<file path="src/verilog/usiPkg.sv">
// Shared bus widths, command layout and block address map for the system bus
package usiPkg;

	//--------------------------------------------------
	// Bus widths
	//--------------------------------------------------
	// Read and write data
	localparam int busDataBits = 32;
	// Full address, block byte plus register byte
	localparam int busAdrsBits = 16;
	// Upper address byte picks the block
	localparam int blockAdrsBits = 8;

	//--------------------------------------------------
	// Block address map
	//--------------------------------------------------
	localparam logic [blockAdrsBits-1:0] gpioBlockMap = 8'h01;
	localparam logic [blockAdrsBits-1:0] pwmBlockMap = 8'h02;

	// GPIO register offsets
	localparam logic [busAdrsBits-blockAdrsBits-1:0] gpioLedReg = 8'h00;
	localparam logic [busAdrsBits-blockAdrsBits-1:0] gpioInReg = 8'h01;

	// PWM register offsets
	localparam logic [busAdrsBits-blockAdrsBits-1:0] pwmPeriodReg = 8'h00;
	localparam logic [busAdrsBits-blockAdrsBits-1:0] pwmDutyReg = 8'h01;

	// Returned for any block outside the map
	localparam logic [busDataBits-1:0] unmappedData = 32'hDEAD_0000;

	//--------------------------------------------------
	// Command layout, 49 bits
	//--------------------------------------------------
	typedef struct packed
	{
		logic write;
		logic [busAdrsBits-1:0] adrs;
		logic [busDataBits-1:0] data;
	} usiCmd_t;

endpackage

</file>
<file path="src/verilog/cmdQueue.sv">
// Credit-backed command queue for one bus master channel
`timescale 1ns/1ns

module cmdQueue #(
	parameter int cmdDepth = 4
)(
	input  logic sysClk,
	input  logic rstN,
	input  logic push,
	input  usiPkg::usiCmd_t pushCmd,
	input  logic pop,
	output usiPkg::usiCmd_t headCmd,
	output logic notEmpty,
	output logic credit
);

	// Pointers wrap naturally, depth is a power of two
	localparam int ptrBits = (cmdDepth > 1) ? $clog2(cmdDepth) : 1;
	localparam int cntBits = $clog2(cmdDepth + 1);

	usiPkg::usiCmd_t mem [cmdDepth];
	logic [ptrBits-1:0] wrPtr;
	logic [ptrBits-1:0] rdPtr;
	logic [cntBits-1:0] count;

	//--------------------------------------------------
	// Storage, no reset on payload
	//--------------------------------------------------
	always_ff @(posedge sysClk)
	begin
		if (push)
		begin
			mem[wrPtr] <= pushCmd;
		end
	end

	// Head read straight from the array
	assign headCmd = mem[rdPtr];
	assign notEmpty = (count != '0);

	//--------------------------------------------------
	// Pointers, fill count and credit return
	//--------------------------------------------------
	always_ff @(posedge sysClk)
	begin
		if (!rstN)
		begin
			wrPtr <= '0;
			rdPtr <= '0;
			count <= '0;
			credit <= 1'b0;
		end
		else
		begin
			if (push)
			begin
				wrPtr <= wrPtr + 1'b1;
			end
			if (pop)
			begin
				rdPtr <= rdPtr + 1'b1;
			end
			// Simultaneous push and pop leaves count alone
			case ({push, pop})
				2'b10: count <= count + 1'b1;
				2'b01: count <= count - 1'b1;
				default: count <= count;
			endcase
			// One credit back per entry that left, a cycle later
			credit <= pop;
		end
	end

	// Master must hold a credit before it pushes
	pushWithoutCredit: assert property (@(posedge sysClk) disable iff (!rstN)
		push |-> (count < cntBits'(cmdDepth)));

endmodule

</file>
<file path="src/verilog/usiArbiter.sv">
// Round-robin arbiter issuing queued mcu and dbg commands onto the system bus
`timescale 1ns/1ns

module usiArbiter #(
	parameter int cmdDepth = 4
)(
	input  logic sysClk,
	input  logic rstN,
	// Command entry
	input  logic mcuPush,
	input  usiPkg::usiCmd_t mcuCmd,
	input  logic dbgPush,
	input  usiPkg::usiCmd_t dbgCmd,
	output logic mcuCredit,
	output logic dbgCredit,
	// Bus master side
	output logic busValid,
	output logic busWrite,
	output logic [usiPkg::busAdrsBits-1:0] busAdrs,
	output logic [usiPkg::busDataBits-1:0] busWd,
	input  logic busRdValid,
	input  logic [usiPkg::busDataBits-1:0] busRd,
	// Responses back to the owners
	output logic mcuRspValid,
	output logic dbgRspValid,
	output logic [usiPkg::busDataBits-1:0] rspData
);

	usiPkg::usiCmd_t mcuHead;
	usiPkg::usiCmd_t dbgHead;
	usiPkg::usiCmd_t issueCmd;
	logic mcuNotEmpty;
	logic dbgNotEmpty;
	logic mcuGrant;
	logic dbgGrant;
	// Set when dbg won the last issue
	logic lastDbg;
	// Owner of the command now on the bus
	logic ownerValid;
	logic ownerDbg;

	//--------------------------------------------------
	// Per channel queues
	//--------------------------------------------------
	cmdQueue #(
		.cmdDepth (cmdDepth)
	) mcuQueue (
		.sysClk   (sysClk),
		.rstN     (rstN),
		.push     (mcuPush),
		.pushCmd  (mcuCmd),
		.pop      (mcuGrant),
		.headCmd  (mcuHead),
		.notEmpty (mcuNotEmpty),
		.credit   (mcuCredit)
	);

	cmdQueue #(
		.cmdDepth (cmdDepth)
	) dbgQueue (
		.sysClk   (sysClk),
		.rstN     (rstN),
		.push     (dbgPush),
		.pushCmd  (dbgCmd),
		.pop      (dbgGrant),
		.headCmd  (dbgHead),
		.notEmpty (dbgNotEmpty),
		.credit   (dbgCredit)
	);

	//--------------------------------------------------
	// Grant and issue
	//--------------------------------------------------
	// Under contention the side that lost last time wins
	assign mcuGrant = mcuNotEmpty && (!dbgNotEmpty || lastDbg);
	assign dbgGrant = dbgNotEmpty && (!mcuNotEmpty || !lastDbg);

	assign issueCmd = dbgGrant ? dbgHead : mcuHead;
	assign busValid = mcuGrant || dbgGrant;
	assign busWrite = issueCmd.write;
	assign busAdrs = issueCmd.adrs;
	assign busWd = issueCmd.data;

	always_ff @(posedge sysClk)
	begin
		if (!rstN)
		begin
			lastDbg <= 1'b0;
			ownerValid <= 1'b0;
			ownerDbg <= 1'b0;
		end
		else
		begin
			if (busValid)
			begin
				lastDbg <= dbgGrant;
			end
			// One stage pipe, matches the slave response latency
			ownerValid <= busValid;
			ownerDbg <= dbgGrant;
		end
	end

	// Steer the response to whoever issued it
	assign mcuRspValid = busRdValid && ownerValid && !ownerDbg;
	assign dbgRspValid = busRdValid && ownerValid && ownerDbg;
	assign rspData = busRd;

	onePopPerCycle: assert property (@(posedge sysClk) disable iff (!rstN)
		!(mcuGrant && dbgGrant));

	// Every bus response needs a command issued the cycle before
	noOrphanResponse: assert property (@(posedge sysClk) disable iff (!rstN)
		busRdValid |-> ownerValid);

endmodule

</file>
<file path="src/verilog/usiBus.sv">
// System bus decoder with block selects, default responder and read data merge
`timescale 1ns/1ns

module usiBus (
	input  logic sysClk,
	input  logic rstN,
	input  logic busValid,
	input  logic [usiPkg::busAdrsBits-1:0] busAdrs,
	output logic gpioSel,
	output logic pwmSel,
	input  logic gpioRdValid,
	input  logic [usiPkg::busDataBits-1:0] gpioRd,
	input  logic pwmRdValid,
	input  logic [usiPkg::busDataBits-1:0] pwmRd,
	output logic busRdValid,
	output logic [usiPkg::busDataBits-1:0] busRd
);

	logic [usiPkg::blockAdrsBits-1:0] blockSel;
	logic defSel;
	logic defRdValid;

	//--------------------------------------------------
	// Block decode
	//--------------------------------------------------
	// Upper address byte
	assign blockSel = busAdrs[usiPkg::busAdrsBits-1 -: usiPkg::blockAdrsBits];

	assign gpioSel = busValid && (blockSel == usiPkg::gpioBlockMap);
	assign pwmSel = busValid && (blockSel == usiPkg::pwmBlockMap);
	// Anything outside the map lands here
	assign defSel = busValid && !gpioSel && !pwmSel;

	// Default responder, same one cycle latency as a slave
	always_ff @(posedge sysClk)
	begin
		if (!rstN)
		begin
			defRdValid <= 1'b0;
		end
		else
		begin
			defRdValid <= defSel;
		end
	end

	//--------------------------------------------------
	// Response merge
	//--------------------------------------------------
	assign busRdValid = gpioRdValid || pwmRdValid || defRdValid;

	always_comb
	begin
		if (gpioRdValid)
		begin
			busRd = gpioRd;
		end
		else if (pwmRdValid)
		begin
			busRd = pwmRd;
		end
		else if (defRdValid)
		begin
			busRd = usiPkg::unmappedData;
		end
		else
		begin
			busRd = '0;
		end
	end

	// One select per command, so responses never collide
	singleResponder: assert property (@(posedge sysClk) disable iff (!rstN)
		$onehot0({gpioRdValid, pwmRdValid, defRdValid}));

endmodule

</file>
<file path="src/verilog/gpioBlock.sv">
// GPIO slave driving the LED outputs and reading synchronized inputs
`timescale 1ns/1ns

module gpioBlock (
	input  logic sysClk,
	input  logic rstN,
	input  logic sel,
	input  logic busWrite,
	input  logic [7:0] busRegAdrs,
	input  logic [usiPkg::busDataBits-1:0] busWd,
	input  logic [7:0] gpioIn,
	output logic [7:0] ledOut,
	output logic rdValid,
	output logic [usiPkg::busDataBits-1:0] rdData
);

	// Two flop synchronizer on the pins
	logic [7:0] gpioMeta;
	logic [7:0] gpioSync;

	always_ff @(posedge sysClk)
	begin
		gpioMeta <= gpioIn;
		gpioSync <= gpioMeta;
	end

	//--------------------------------------------------
	// Register access
	//--------------------------------------------------
	always_ff @(posedge sysClk)
	begin
		if (!rstN)
		begin
			ledOut <= '0;
			rdValid <= 1'b0;
		end
		else
		begin
			// Only the low data byte reaches the LEDs
			if (sel && busWrite && (busRegAdrs == usiPkg::gpioLedReg))
			begin
				ledOut <= busWd[7:0];
			end
			rdValid <= sel;
		end
	end

	// Response data, writes and unknown offsets give zero
	always_ff @(posedge sysClk)
	begin
		rdData <= '0;
		if (sel && !busWrite)
		begin
			case (busRegAdrs)
				usiPkg::gpioLedReg: rdData[7:0] <= ledOut;
				usiPkg::gpioInReg: rdData[7:0] <= gpioSync;
				default: rdData <= '0;
			endcase
		end
	end

endmodule

</file>
<file path="src/verilog/pwmBlock.sv">
// PWM backlight slave with period and duty registers
`timescale 1ns/1ns

module pwmBlock #(
	parameter int pwmBits = 8
)(
	input  logic sysClk,
	input  logic rstN,
	input  logic sel,
	input  logic busWrite,
	input  logic [7:0] busRegAdrs,
	input  logic [usiPkg::busDataBits-1:0] busWd,
	output logic pwmOut,
	output logic rdValid,
	output logic [usiPkg::busDataBits-1:0] rdData
);

	logic [pwmBits-1:0] periodReg;
	logic [pwmBits-1:0] dutyReg;
	logic [pwmBits-1:0] pwmCnt;

	//--------------------------------------------------
	// Register writes
	//--------------------------------------------------
	always_ff @(posedge sysClk)
	begin
		if (!rstN)
		begin
			periodReg <= '0;
			dutyReg <= '0;
			rdValid <= 1'b0;
		end
		else
		begin
			if (sel && busWrite)
			begin
				case (busRegAdrs)
					usiPkg::pwmPeriodReg: periodReg <= busWd[pwmBits-1:0];
					usiPkg::pwmDutyReg: dutyReg <= busWd[pwmBits-1:0];
					default: ;
				endcase
			end
			rdValid <= sel;
		end
	end

	// Readback zero extended, writes answer with zero
	always_ff @(posedge sysClk)
	begin
		rdData <= '0;
		if (sel && !busWrite)
		begin
			case (busRegAdrs)
				usiPkg::pwmPeriodReg: rdData[pwmBits-1:0] <= periodReg;
				usiPkg::pwmDutyReg: rdData[pwmBits-1:0] <= dutyReg;
				default: rdData <= '0;
			endcase
		end
	end

	//--------------------------------------------------
	// Counter and output
	//--------------------------------------------------
	always_ff @(posedge sysClk)
	begin
		if (!rstN)
		begin
			pwmCnt <= '0;
			pwmOut <= 1'b0;
		end
		else if (periodReg == '0)
		begin
			// Period zero parks the output low
			pwmCnt <= '0;
			pwmOut <= 1'b0;
		end
		else
		begin
			// Also catches a period shrunk below the count
			if (pwmCnt >= periodReg - 1'b1)
			begin
				pwmCnt <= '0;
			end
			else
			begin
				pwmCnt <= pwmCnt + 1'b1;
			end
			pwmOut <= (pwmCnt < dutyReg);
		end
	end

endmodule

</file>
<file path="src/verilog/processer.sv">
// Processor support subsystem joining the command queues, bus and peripherals
`timescale 1ns/1ns

module processer #(
	parameter int cmdDepth = 4,
	parameter int pwmBits = 8
)(
	input  logic sysClk,
	input  logic rstN,
	// mcu command channel
	input  logic mcuCmdValid,
	input  logic mcuCmdWrite,
	input  logic [usiPkg::busAdrsBits-1:0] mcuCmdAdrs,
	input  logic [usiPkg::busDataBits-1:0] mcuCmdData,
	output logic mcuCmdCredit,
	// dbg command channel
	input  logic dbgCmdValid,
	input  logic dbgCmdWrite,
	input  logic [usiPkg::busAdrsBits-1:0] dbgCmdAdrs,
	input  logic [usiPkg::busDataBits-1:0] dbgCmdData,
	output logic dbgCmdCredit,
	// Responses
	output logic mcuRspValid,
	output logic dbgRspValid,
	output logic [usiPkg::busDataBits-1:0] rspData,
	// Pins
	input  logic [7:0] gpioIn,
	output logic [7:0] ledOut,
	output logic pwmOut
);

	usiPkg::usiCmd_t mcuCmd;
	usiPkg::usiCmd_t dbgCmd;
	logic busValid;
	logic busWrite;
	logic [usiPkg::busAdrsBits-1:0] busAdrs;
	logic [usiPkg::busDataBits-1:0] busWd;
	logic busRdValid;
	logic [usiPkg::busDataBits-1:0] busRd;
	logic gpioSel;
	logic pwmSel;
	logic gpioRdValid;
	logic [usiPkg::busDataBits-1:0] gpioRd;
	logic pwmRdValid;
	logic [usiPkg::busDataBits-1:0] pwmRd;

	// Pack the loose command ports
	assign mcuCmd = '{write: mcuCmdWrite, adrs: mcuCmdAdrs, data: mcuCmdData};
	assign dbgCmd = '{write: dbgCmdWrite, adrs: dbgCmdAdrs, data: dbgCmdData};

	//--------------------------------------------------
	// Arbiter and bus
	//--------------------------------------------------
	usiArbiter #(
		.cmdDepth (cmdDepth)
	) arbiter (
		.sysClk (sysClk), .rstN (rstN),
		.mcuPush (mcuCmdValid), .mcuCmd (mcuCmd),
		.dbgPush (dbgCmdValid), .dbgCmd (dbgCmd),
		.mcuCredit (mcuCmdCredit), .dbgCredit (dbgCmdCredit),
		.busValid (busValid), .busWrite (busWrite),
		.busAdrs (busAdrs), .busWd (busWd),
		.busRdValid (busRdValid), .busRd (busRd),
		.mcuRspValid (mcuRspValid), .dbgRspValid (dbgRspValid),
		.rspData (rspData)
	);

	usiBus bus (
		.sysClk (sysClk), .rstN (rstN),
		.busValid (busValid), .busAdrs (busAdrs),
		.gpioSel (gpioSel), .pwmSel (pwmSel),
		.gpioRdValid (gpioRdValid), .gpioRd (gpioRd),
		.pwmRdValid (pwmRdValid), .pwmRd (pwmRd),
		.busRdValid (busRdValid), .busRd (busRd)
	);

	//--------------------------------------------------
	// Slaves, register byte is the low address byte
	//--------------------------------------------------
	gpioBlock gpio (
		.sysClk (sysClk), .rstN (rstN),
		.sel (gpioSel), .busWrite (busWrite),
		.busRegAdrs (busAdrs[7:0]), .busWd (busWd),
		.gpioIn (gpioIn), .ledOut (ledOut),
		.rdValid (gpioRdValid), .rdData (gpioRd)
	);

	pwmBlock #(
		.pwmBits (pwmBits)
	) pwm (
		.sysClk (sysClk), .rstN (rstN),
		.sel (pwmSel), .busWrite (busWrite),
		.busRegAdrs (busAdrs[7:0]), .busWd (busWd),
		.pwmOut (pwmOut),
		.rdValid (pwmRdValid), .rdData (pwmRd)
	);

endmodule

</file>
<file path="config.mk">
export PLATFORM = sky130hd
export DESIGN_NAME = processer
export DESIGN_NICKNAME = d
export VERILOG_FILES = /design/src/verilog/usiPkg.sv /design/src/verilog/cmdQueue.sv /design/src/verilog/usiArbiter.sv /design/src/verilog/usiBus.sv /design/src/verilog/gpioBlock.sv /design/src/verilog/pwmBlock.sv /design/src/verilog/processer.sv
export SDC_FILE = /design/constraint.sdc
export NUM_CORES = 1
export LEC_CHECK = 0
export ABC_AREA = 1
export BUFFER_PORTS_ARGS = -buffer_cell sky130_fd_sc_hd__buf_4
export CAP_MARGIN = 20
export CORE_ASPECT_RATIO = 1.25
export CORE_MARGIN = 5
export CORE_UTILIZATION = 48
export CTS_BUF_LIST = sky130_fd_sc_hd__clkbuf_8
export DETAILED_ROUTE_END_ITERATION = 6
export MAX_ROUTING_LAYER = met4
export PLACE_DENSITY = 0.8
export SYNTH_ARGS = -nofsm -noshare
export SYNTH_HDL_FRONTEND = slang
export SYNTH_SLANG_ARGS = --single-unit
</file>
<file path="constraint.sdc">
create_clock -name sysClk -period 2.1 [get_ports sysClk]
set_input_delay 0.105 -clock sysClk [delete_from_list [all_inputs] [get_ports sysClk]]
set_output_delay 0.105 -clock sysClk [all_outputs]
set_load 0.01 [all_outputs]
</file>
# Word level (Yosys, flattened, before mapping)
# Memory sizes are Yosys's and may differ from the RTL's. A register that Yosys moved wholly into a read port is not among the register bits.
# Cells that the tools add are included.
[classes] mux=16 n_eq_ne=7 reduce_logical=36 add_sub_neg=10 order_cmp=2 n_bitwise=1
[ops] op="two-way mux 32 bit" count=3
[ops] op="two-way mux 49 bit" count=1
[ops] op="case mux 8 bit (2 select lines)" count=2
[ops] op="== test 8 x 1 -> 1 bit, second input constant" count=2
[ops] op="zero test 8 bit" count=2
[ops] op="logical AND 1 bit" count=14
[ops] op="case mux 3 bit (2 select lines)" count=2
[ops] op="adder 2 x 1 -> 2 bit, second input constant" count=4
[ops] op="adder 8 x 1 -> 8 bit, second input constant" count=1
[ops] op="== test 8 x 2 -> 1 bit, second input constant" count=1
[ops] op="greater-or-equal comparator 8 bit" count=1
[ops] op="less-than comparator 8 bit" count=1
[ops] op="two-way mux 2 bit" count=4
[ops] op="subtractor 8 x 1 -> 8 bit, second input constant" count=1
[ops] op="zero test 1 bit" count=7
[ops] op="adder 3 x 1 -> 3 bit, second input constant" count=2
[ops] op="nonzero test 3 bit" count=2
[ops] op="subtractor 3 x 1 -> 3 bit, second input constant" count=2
[ops] op="logical OR 1 bit" count=5
[ops] op="== test 2 x 1 -> 1 bit, second input constant" count=2
[ops] op="== test 2 bit, second input constant" count=2
[ops] op="two-way mux 1 bit" count=4
[ops] op="AND reduction 2 bit" count=2
[ops] op="nonzero test 2 bit" count=2
[ops] op="3 further kinds" count=3
[totals] n_memories=2 word_cells=98 ramBits=392 input_bits=110 output_inout_bits=45 regBits=134
[mem_list] name="arbiter.dbgQueue.mem" words=4 width=49 read_ports=1 rd_ports_with_merged_regs=1 wr=1 line="cmdQueue.sv:21" source="usiPkg::usiCmd_t mem [cmdDepth];"
[mem_list] name="arbiter.mcuQueue.mem" words=4 width=49 read_ports=1 rd_ports_with_merged_regs=1 wr=1 line="cmdQueue.sv:21"

# Longest topological paths before layout
# Gate-level depths: netlist (run 1).
[depth] word_depth=10 mapped_depth=15 ltp_nobuf=13

# Modules after synthesis
# Synthesis (run 1) repeated with hierarchy kept, for this count alone.
[hier_totals] hier_cells=1823 hier_area_um2=20482.1
[by_module_without_submodules] module="cmdQueue" cells_each=534 seq_area_each_um2=6085.8 instances=2 area_each_um2=7722.4
[by_module_without_submodules] module="pwmBlock" cells_each=301 seq_area_each_um2=680.7 instances=1 area_each_um2=2125.8
[by_module_without_submodules] module="gpioBlock" cells_each=144 seq_area_each_um2=660.6 instances=1 area_each_um2=1243.7
[by_module_without_submodules] module="usiArbiter" cells_each=215 seq_area_each_um2=60.1 instances=1 area_each_um2=1103.6
[by_module_without_submodules] module="usiBus" cells_each=95 seq_area_each_um2=20.0 instances=1 area_each_um2=564.3

# Worst setup path after synthesis (run 1)
# No wires, ideal clock.
[synth_timing] kind="reg-to-reg" startpoint="register arbiter.mcuQueue.count[0]" endpoint="register arbiter.dbgQueue.count[2]" synth_period_minus_slack_ns=2.187 arrival_time_ns=2.065 path_slack_ns=-0.087 setup_ns=0.122 required_ns=1.978 path_buffers=2 stages_incl_launch_ff=15 cell_sequence="dfxtp_1 nor2_2 nand2_2 nand2_2 nand2_2 inv_2 buf_2 buf_2 ha_1 inv_1 fa_1 a21oi_1 o21ai_0 o21ai_0 a21oi_1"
[synth_between] elab_chain_len=6 word_cells_on_any_way=8 cone_classes="eq/ne (2); mux (1); reduce/logical (5)"
[synth_lines] item="start: declaration" line="cmdQueue.sv:24" source="logic [cntBits-1:0] count;"
[synth_lines] item="start signal: assignment" line="cmdQueue.sv:65" source="2'b10: count <= count + 1'b1;"
[synth_lines] item="start signal: assignment" line="cmdQueue.sv:66" source="2'b01: count <= count - 1'b1;"
[synth_lines] item="start signal: assignment" line="cmdQueue.sv:67" source="default: count <= count;"
[synth_lines] item="nonzero test 3 bit (*)" line="cmdQueue.sv:39" source="assign notEmpty = (count != '0);"
[synth_lines] item="zero test 1 bit (*)" line="usiArbiter.sv:76" source="assign dbgGrant = dbgNotEmpty && (!mcuNotEmpty || !lastDbg);"
[synth_lines] item="logical OR 1 bit (*)" line="usiArbiter.sv:76"
[synth_lines] item="logical AND 1 bit (*)" line="usiArbiter.sv:76"
[synth_lines] item="named net arbiter.dbgGrant" line="usiArbiter.sv:35" source="logic dbgGrant;"
[synth_lines] item="== test 2 x 1 -> 1 bit / == test 2 bit (equally long branches)" line="cmdQueue.sv:64" source="case ({push, pop})"
[synth_lines] item="case mux 3 bit (2 select lines) / nonzero test 2 bit (equally long branches)"
[synth_lines] item="end signal: assignment" line="cmdQueue.sv:65"
[synth_lines] item="end signal: assignment" line="cmdQueue.sv:66"
[synth_lines] item="end signal: assignment" line="cmdQueue.sv:67"
[synth_lines] item="end: declaration" line="cmdQueue.sv:24"
# The timed path passes the listed nets; every way through them passes the cells marked *.
# A chain may end at the register's enable or synchronous reset.

==> qor.yml, run 1 <==
crit_path_cell_trace: "inv_2 -> buf_4 -> buf_4 -> nand2_1 -> nand3_1 -> nand2_1 -> nand2_1 -> nand2_2 -> nand3_4 -> nor3_4 -> nand3_1 -> nand2_1 -> nor2_1"
cts_max_path_buffers: 3
synth.lib_cells_used.distinct: 45
slew-limit-headroom_pct: 55.5
cellPowerDensity_nw_per_um2: 1110
antenna_violations_before_repair: 0
critical_path.max_stage_delay_ns: 0.36
post-route-util_pct: 60.1
gpl.final_weighted_congestion: 0.819
die_w_um: 151
ff_latch_area_sq_um: 7820
path_max_fanout: 11
multi_input_area_sq_um: 3520
holdCritPathClass: "in -> reg"
port_buffers: 93
internal_power_w: 0.0111
worst_ep_arrival_time_ns: 2.45
reg_top3: "arbiter.dbgQueue.mem: 100 flops, arbiter.mcuQueue.mem: 100 flops"
synth_area_per_cell_sq_um: 10.8
drtPass1Iterations: 5
floorplan.die_area_sq_um: 28300
grt-ovfl-total: 0
async_reset_ff_share_pct: 0
hold_viol: 0
fin_crit_sh_pct: 95.5
clock-skew-final_ns: 0.0139
synth_seq_cells: 290
finalWorstPathRequiredPeriod_ns: 2.01
groute.usage.overall_pct: 18.8
vias_per_cell: 4.98
fp.dieH_um: 187
post-dp-hpwl_um: 16600
post_route_cells_drive_above_1_share_pct: 19.4
grt_max_degree: 41
synth.top_cells.by_count: "204 x nand2_1, 200 x edfxtp_1, 154 x nor2_1"
drc: 0
cell_count_after_synthesis: 1105
yosysTopAreaCell: "edfxtp_1"
critical_path.endpoint_type: "flop"
sequential_area_share_after_synthesis_pct: 65.1
post_synth_main_area_contributors: "edfxtp_1 50%, dfxtp_1 15%, nand2_1 6.4%"
area_of_the_mapped_netlist_sq_um: 12000
ctsHtreeMaxLevel: 2
clk-insertion-delay-late_ns: 0.54
number_of_flops_mapped_to_enable_cells_by_yosys: 200
max_slew.worst_pin.slew_ns: 0.661
remaining_antenna_violation_count: 0
max_freq_mhz: 499
critPathRequiredTime_ns: 2.54
cpLargestDelayFamily: "simple AND/OR/NAND/NOR gates"
switching_share_pct: 32.9
timing.final.max_slew_violations: 0
netSwitchingPower_w: 0.00541
result_of_the_run: "finished, final reports clean"
num-nets-final: 1438
clock_edge_transition_at_the_registers_on_the_reported_setup_and_hold_paths_ns: 0.07
netlist.area_leader.share_pct: 50.1
cts-buffers-inserted: 43
detailroute.via_count: 8272
clock_sinks: 290
worstPathBufferInverterCount: 3
clock-root-buffer: "clkbuf_8"
leakage_nw: 5.97
layout-area-overhead-vs-synth_pct: 23.2
number_of_ports_placed_on_the_die_boundary: 155
dp_slack_ns: 0.0266
fin_ws_ns: 0.0940
wl_per_cell_um: 15.4
floorplan.initialDensity_pct: 48.8
setup_viol: 0
global_route_wire_length_before_repair_um: 41200
placementRows: 64
yosys_warnings: 0
timing.critical_path.slowest_stage_cell: "dfxtp_2"
first_global_vias: 8328
postSynth.topFlopCell: "edfxtp_1"
power.share.clock_pct: 30.6
synth_most_common_cell: "nand2_1"
power.share.combinational_pct: 29.0
insertedDiodeCount: 0
core_area_sq_um: 24600
final_design_instance_area_without_fill_sq_um: 14800
drt-initial-drc-count: 646
detail_route.wirelength_um: 25700
placed_area_sq_um: 13100
critical-path-top-cell-by-count: "nand2_1"
seqPwrFrac_pct: 40.4
worst_supply_voltage_drop_on_vdd_v: 0.000819
fill_cells: 1860
crit_type: "reg -> reg"
tritoncts_clock_tree: "yes"
cap_viol_max_count: 0
critical_path.startpoint_type: "flop"
[layout by cell type, fill, tap and decap left out, types with 3 or more instances in the layout]
master / synthesis / final
nand3_1: 68 / 66
inv_2: 6 / 6
nand3_2: 3 / 4
clkinv_2: 0 / 7
nand3_4: 4 / 5
nand4_1: 4 / 4
buf_12: 0 / 5
o22ai_1: 8 / 8
dfxtp_1: 90 / 86
clkinv_1: 0 / 5
nor2_2: 5 / 4
conb_1: 1 / 13
a21oi_2: 9 / 11
dlygate4sd3_1: 0 / 61
edfxtp_1: 200 / 200
nor3_1: 10 / 10
o221ai_1: 8 / 8
dfxtp_2: 0 / 3
nand2_1: 204 / 203
inv_4: 0 / 3
clkbuf_8: 0 / 47
o21ai_1: 8 / 11
xnor2_1: 6 / 6
bufinv_16: 0 / 7
a21oi_1: 31 / 29
xor2_1: 6 / 6
o21ai_0: 57 / 54
nand2_2: 12 / 9
nand2_4: 1 / 5
nand3b_1: 3 / 3
or2_2: 3 / 3
nor2_4: 5 / 7
nor2_1: 154 / 153
inv_1: 95 / 104
ha_1: 28 / 28
buf_4: 30 / 125
[kinds of logic (layout without fill, tap and decap cells)]
logic type / count (synthesis) / count (layout) / synth area share [%]
AOI/OAI and AO/OA: 130 / 130 / 6.22
xor gates and xnor gates: 12 / 12 / 0.877
adders and majority gates: 30 / 30 / 3.26
buffers and inverters: 158 / 373 / 6.37
DFF: 290 / 290 / 65.1
other: 1 / 13 / 0.0313
and+or+nand+nor: 484 / 484 / 18.1
[worst paths after layout]
kind	slack (ns)	from	depth (start not counted)	endpoint
max	0.09	flop	13	pwm.dutyReg[2]
min	0.21	gpioIn[1]	2	gpio.gpioMeta[1]
max reg2reg	0.09	flop	13	pwm.dutyReg[2]
min reg2reg	0.33	gpio.gpioMeta[2]	0	gpio.gpioSync[2]
[what timing repair did]
item,CTS,global route
hold endpoints to repair,217,0
setup buffers,0,0
pin swaps,0,7
resized for setup,1,28
setup endpoints to repair,2,42
cloned,0,0
hold buffers,61,0
[cell type report]
cell class                 count  share of cell area [%]
clock inverter                32                    2.15
inverter                     101                    2.62
multi-input combinational    669                    23.8
clock buffer                  47                    4.38
timing repair buffer         193                    11.3
tap                          330                    2.79
sequential                   290                    52.9
[layer usage]
metal | routed length, um | share of wire (%) | global-route usage [%] | up-vias
met2 | 13700 | 53 | 33.0 | 263
met5 | 0 | 0 | - | -
met1 | 9500 | 37 | 21.2 | 3882
met3 | 1480 | 5.8 | 2.72 | 59
li1 | - | - | - | 4068
met4 | 983 | 3.8 | 7.92 | 0
[power by group through the flow]
stage                     sequential, W  combinational [W]  clock (W)
after floorplan                 0.00671            0.00309          0
after global placement          0.00673            0.00435          0
after detailed placement        0.00675            0.00446          0
after CTS                       0.00663            0.00458    0.00511
after global routing            0.00668            0.00521    0.00542
final                           0.00665            0.00477    0.00504
[through the flow]
step / hold slack (ns) / std cells / TNS [ns] / power, W
3_5_place_dp: 0.211 / 1522 / 0 / 0.0112
3_3_place_gp: 0.210 / 1522 / 0 / 0.0111
4_1_cts: 0.187 / 1662 / 0 / 0.0163
2_1_floorplan: 0.133 / 1117 / 0 / 0.00980
5_1_grt: 0.189 / 1662 / -0.00750 / 0.0173
6_report: 0.206 / 1662 / 0 / 0.0165
Note: power is estimated with default switching activity, not from simulation.
==> run 2, diff against run 1 <==
BUFFER_PORTS_ARGS = -buffer_cell sky130_fd_sc_hd__buf_2   (was -buffer_cell sky130_fd_sc_hd__buf_4)
==> run 2 against run 1 <==
Hold slack got worse by 0.019 ns. Register-to-register slack lost 0.05 ns. Non-clock buffer count grew 10.
==> qor.yml, run 2 (synthesis results as in run 1) <==
result_of_the_run: "finished, final reports clean"
critical_path.max_stage_delay_ns: 0.38  # +0.02 ns
groute.usage.overall_pct: 19.2  # +0.35 points
layout_common_cells: "202 x nand2_1, 200 x edfxtp_1, 152 x nor2_1"
die_w_um: 151  # unchanged
hold_viol: 0  # unchanged
clock-root-buffer: "clkbuf_8"
insertedDiodeCount: 0  # unchanged
leakage_nw: 5.93  # -0.66%
reg_top3: "arbiter.dbgQueue.mem: 100 flops, arbiter.mcuQueue.mem: 100 flops"
layout.cells.most_common: "nand2_1"
fin_setup_tns_ns: 0  # unchanged
r2r_start: "arbiter.mcuQueue.count[0]"
number_of_ports_placed_on_the_die_boundary: 155  # unchanged
timing.hold.worst.start: "gpioIn[1]"
crit_path_cell_trace: "nor2_2 -> nand2_2 -> nand2_2 -> nand2_4 -> inv_8 -> ha_1 -> inv_1 -> fa_1 -> a21oi_1 -> o21ai_1 -> o21ai_1 -> a21oi_1"
worstSetupStartpoint: "arbiter.mcuQueue.count[0]"
worst_supply_voltage_drop_on_vdd_v: 0.000945  # +15%
final_design_instance_area_without_fill_sq_um: 14600  # -1.2%
detail_route.wirelength_um: 26300  # +2.3%
cts_max_path_buffers: 3  # unchanged
path_max_fanout: 8  # -3
gpl.final_weighted_congestion: 0.847  # +3.4%
cellPowerDensity_nw_per_um2: 1120  # +0.48%
cpLargestDelayFamily: "adder cells"
fill_cells: 1895  # +1.9%
crit_type: "reg -> reg"
first_global_vias: 8492  # +2.0%
grt_max_degree: 39  # -4.9%
remaining_antenna_violation_count: 0  # unchanged
clock_edge_transition_at_the_registers_on_the_reported_setup_and_hold_paths_ns: 0.06  # about the same
wl_per_cell_um: 15.7  # +1.7%
drt-initial-drc-count: 573  # -11%
placementRows: 64  # unchanged
critical_path.startpoint_type: "flop"
post-dp-hpwl_um: 16500  # -0.54%
numPlacedInstances: 1526  # +0.26%
worstPathBufferInverterCount: 2  # -1
critical_path.endpoint_type: "flop"
timing.final.max_slew_violations: 0  # unchanged
placed_area_sq_um: 12900  # -1.6%
core_area_sq_um: 24600  # unchanged
num-nets-final: 1449  # +0.76%
clock_sinks: 290  # unchanged
holdCritPathClass: "in -> reg"
finalWorstPathRequiredPeriod_ns: 2.05  # +0.0464 ns
max_freq_mhz: 487  # -2.3%
layout-area-overhead-vs-synth_pct: 21.8
clk-insertion-delay-late_ns: 0.55  # about the same
drtPass1Iterations: 5  # unchanged
final_cells: 1672  # +0.60%
grt-ovfl-total: 0  # unchanged
clock-skew-final_ns: 0.0187  # +0.00484 ns
antenna_violations_before_repair: 0  # unchanged
port_buffers: 93  # unchanged
ctsHtreeMaxLevel: 2  # unchanged
floorplan.initialDensity_pct: 48.8  # unchanged
fin_crit_sh_pct: 97.7  # +2.2 points
detailroute.via_count: 8313  # +0.50%
cts-buffers-inserted: 44  # +2.3%
setup_viol: 0  # unchanged
max_slew.worst_pin.slew_ns: 0.705  # +0.0447 ns
tritoncts_clock_tree: "yes"
post_route_cells_drive_above_1_share_pct: 20.6  # +1.1 points
drc: 0  # unchanged
fp.dieH_um: 187  # unchanged
timing.critical_path.slowest_stage_cell: "fa_1"
cap_viol_max_count: 0  # unchanged
floorplan.die_area_sq_um: 28300  # unchanged
global_route_wire_length_before_repair_um: 41900  # +1.7%
vias_per_cell: 4.97  # -0.11%
slew-limit-headroom_pct: 52.5  # -3.0 points
worst_ep_arrival_time_ns: 2.48  # +0.03 ns
critPathRequiredTime_ns: 2.53  # about the same
run 2: repair_timing:
action,in CTS,in global routing
endpoints found under the setup margin,3,50
cloned,0,1
gates resized for setup,4,34
hold buffers,61,0
endpoints found under the hold margin,218,0
pin swaps,0,10
setup buffers,0,5
run 2: final timing paths:
check                                            endpoint  slack [ns]  cells after the start
worst max-delay path            arbiter.dbgQueue.count[2]        0.05                     12
worst min-delay path                     gpio.gpioMeta[1]        0.19                      2
worst max register to register  arbiter.dbgQueue.count[2]        0.05                     12
worst min register to register           gpio.gpioSync[6]        0.33                      0
run 2: per-stage QoR:
stage                     setup slack [ns]  util, %  power (W)  hold WS [ns]
after global routing               -0.0894     59.4     0.0172         0.159
after detailed placement           -0.0322     52.5     0.0111         0.209
final                               0.0476     59.4     0.0164         0.188
after global placement              0.0223     52.5     0.0110         0.209
after floorplan                    0.00942        -    0.00980         0.133
after CTS                          0.00374     58.8     0.0160         0.155
run 2: area by class of cell:
type	instances	area (sq um)	share of cell area (%)
inverters	101	394	2.70
repair buffers	203	1540	10.5
clock buffers	54	743	5.09
clock inverters	25	186	1.28
flip-flops and latches	290	7820	53.5
multi-input cells	669	3510	24.0
well taps	330	413	2.83
run 2: metal layers:
layer | wire length (um) | up-vias | GRT usage, % | share of wire [%]
met5 | 0 | - | - | 0
met2 | 14400 | 253 | 34.3 | 55
met4 | 780 | 0 | 7.61 | 3.0
li1 | - | 4090 | - | -
met3 | 1370 | 61 | 2.38 | 5.2
met1 | 9720 | 3909 | 21.3 | 37
run 2: report_power, final:
part / leakage (nW) / total, W / switching, W / internal [W]
Sequential: 2.58 / 0.00665 / 0.000182 / 0.00647
Combinational: 2.85 / 0.00491 / 0.00319 / 0.00171
Clock: 0.507 / 0.00480 / 0.00210 / 0.00270
Total: 5.93 / 0.0164 / 0.00547 / 0.0109
==> run 3, diff against run 2 <==
clock period = 1.72 ns   (was 2.1 ns; I/O delays follow)
==> run 3 against run 2 <==
The flow now finishes with violations (negative setup slack). Utilization is 4.3 points higher. Clock-buffer cell count fell by 7. Power rose by 30%. First-iteration DRC count is 27% higher. Critical path type unchanged. Die area unchanged. Flip-flop and latch count did not move. Cell area is 7.2% higher. Fmax down 1.7%. Via count grew 7.7%. Register-to-register slack worse by 0.41 ns. Sequential share of layout area is 3.5 points lower. Sequential power is 23% higher.
==> qor.yml, run 3 (synthesis results as in run 1) <==
reg_top3: "arbiter.dbgQueue.mem: 100 flops, arbiter.mcuQueue.mem: 100 flops"
holdCritPathClass: "in -> reg"
crit_type: "reg -> reg"
placed_area_sq_um: 13500  # +4.4%
grt_setup_unrepaired: "yes"
cap_viol_max_count: 0  # unchanged
insertedDiodeCount: 0  # unchanged
clk-insertion-delay-late_ns: 0.56  # about the same
tritoncts_clock_tree: "yes"
worst_hold_slack_ns: 0.163  # -0.0241 ns
first_global_vias: 8962  # +5.5%
post-dp-hpwl_um: 18200  # +10%
power.share.combinational_pct: 37.6  # +7.6 points
leakage_nw: 6.38  # +7.5%
clock_edge_transition_at_the_registers_on_the_reported_setup_and_hold_paths_ns: 0.06  # about the same
fp.dieH_um: 187  # unchanged
worst_supply_voltage_drop_on_vdd_v: 0.000878  # -7.0%
grt_max_degree: 39  # unchanged
detail_route.wirelength_um: 29300  # +12%
final_design_instance_area_without_fill_sq_um: 15700  # +7.2%
r2r_start: "arbiter.mcuQueue.count[2]"
cts_max_path_buffers: 3  # unchanged
cts-buffers-inserted: 43  # -2.3%
cpLargestDelayFamily: "simple AND/OR/NAND/NOR gates"
critPathRequiredTime_ns: 2.20  # -0.33 ns
dp_slack_ns: -0.300  # -0.267 ns
wl_per_cell_um: 16.9  # +7.7%
detailroute.via_count: 8952  # +7.7%
vias_per_cell: 5.16  # +3.8%
post_route_cells_drive_above_1_share_pct: 30.6  # +10 points
layout.cells.most_common: "edfxtp_1"
drc: 0  # unchanged
finalWorstPathRequiredPeriod_ns: 2.09  # +0.0347 ns
critical_path.startpoint_type: "flop"
critical-path-top-cell-by-count: "nand2_2"
core_area_sq_um: 24600  # unchanged
fin_ws_ns: -0.367  # -0.415 ns
clock-skew-final_ns: 0.0247  # +0.00590 ns
clock-root-buffer: "clkbuf_8"
hold_viol: 0  # unchanged
num-nets-final: 1512  # +4.3%
max_freq_mhz: 479  # -1.7%
critical_path.max_stage_delay_ns: 0.32  # -0.06 ns
global_route_wire_length_before_repair_um: 44600  # +6.4%
grt-ovfl-total: 0  # unchanged
netSwitchingPower_w: 0.00757  # +38%
worstSetupStartpoint: "arbiter.mcuQueue.count[2]"
die_w_um: 151  # unchanged
layout_common_cells: "200 x edfxtp_1, 180 x nand2_1, 139 x nor2_1"
ctsHtreeMaxLevel: 2  # unchanged
total_power_draw_w: 0.0213  # +30%
crit_path_cell_trace: "inv_1 -> nand2_2 -> nand2_2 -> nand2_4 -> buf_6 -> buf_4 -> nand3_2 -> nand2_2 -> nand3_4 -> buf_12 -> nor2_8 -> nand2_4 -> nor2_4 -> nor2_1 -> nor2_1"
floorplan.die_area_sq_um: 28300  # unchanged
setup_viol: 55  # +55
floorplan.initialDensity_pct: 48.8  # unchanged
power.share.clock_pct: 23.9  # -5.4 points
cellPowerDensity_nw_per_um2: 1360  # +21%
result_of_the_run: "complete, but fails checks"
remaining_antenna_violation_count: 0  # unchanged
port_buffers: 93  # unchanged
drt-initial-drc-count: 726  # +27%
drtPass1Iterations: 5  # unchanged
internal_power_w: 0.0137  # +26%
timing.final.max_slew_violations: 0  # unchanged
post-route-util_pct: 63.7  # +4.3 points
number_of_ports_placed_on_the_die_boundary: 155  # unchanged
switching_share_pct: 35.6  # +2.1 points
clock_sinks: 290  # unchanged
path_max_fanout: 8  # unchanged
fin_crit_sh_pct: 121  # +24 points
groute.usage.overall_pct: 20.3  # +1.2 points
timing.hold.worst.start: "gpioIn[4]"
seqPwrFrac_pct: 38.5  # -2.2 points
worstPathBufferInverterCount: 4  # +2
worst_ep_arrival_time_ns: 2.57  # +0.09 ns
placementRows: 64  # unchanged
layout-area-overhead-vs-synth_pct: 30.6
gpl.final_weighted_congestion: 0.905  # +6.8%
antenna_violations_before_repair: 0  # unchanged
timing.critical_path.slowest_stage_cell: "dfxtp_2"
critical_path.endpoint_type: "flop"
violations: "negative setup slack"
## run 3: changes by cell type in the layout (fill, tap and decap cells not counted), moves of 12 or more
cell,delta
buf_4,+34
nand2_1,-22
nand3_1,-22
nand3_2,+19
nand2_2,+16
buf_6,+14
nor2_1,-13
a21oi_1,-12
## run 3: timing repair
item / in CTS / in global routing
pin swaps: 48 / 52
hold buffers: 61 / 0
setup buffers: 12 / 12
setup endpoints to repair: 61 / 74
hold endpoints to repair: 218 / 0
resized for setup: 75 / 84
gates cloned: 2 / 1
## run 3: final cells by class
class / count / area, sq um
flip-flops and latches: 290 / 7840
clock inverters: 31 / 140
fillers: 1671 / 8930
multi-input cells: 670 / 3970
repair buffers: 266 / 2240
well taps: 330 / 413
clock buffers: 47 / 647
inverters: 101 / 407
## run 3: path summary, 6_finish.rpt
check                                   endpoint  slack (ns)  depth (start not counted)
worst max-delay path              gpio.ledOut[6]       -0.37                         15
worst min-delay path            gpio.gpioMeta[4]        0.16                          2
worst max register to register    gpio.ledOut[6]       -0.37                         15
worst min register to register  gpio.gpioSync[3]        0.33                          0
## run 3: power groups by stage
stage / sequential (W) / clock [W] / combinational [W]
2_1_floorplan: 0.00820 / 0 / 0.00386
3_3_place_gp: 0.00823 / 0 / 0.00611
3_5_place_dp: 0.00825 / 0 / 0.00625
4_1_cts: 0.00814 / 0.00512 / 0.00717
5_1_grt: 0.00822 / 0.00551 / 0.00852
6_report: 0.00819 / 0.00508 / 0.00800
## run 3: routing by layer
| layer | vias up | routed length [um] | part of all wire (%) | track usage [%] |
|---|---|---|---|---|
| li1 | 4221 | - | - | - |
| met1 | 4301 | 10400 | 36 | 22.0 |
| met2 | 335 | 16000 | 54 | 36.6 |
| met3 | 95 | 1590 | 5.4 | 2.91 |
| met4 | 0 | 1350 | 4.6 | 8.72 |
| met5 | - | 0 | 0 | - |
## run 3: metrics by stage
| step | instances | TNS, ns |
|---|---|---|
| floorplan | 1117 | -0.330 |
| global placement | 1570 | -9.27 |
| detailed placement | 1570 | -11.81 |
| CTS | 1723 | -7.87 |
| global route | 1735 | -18.62 |
| finish | 1735 | -13.43 |
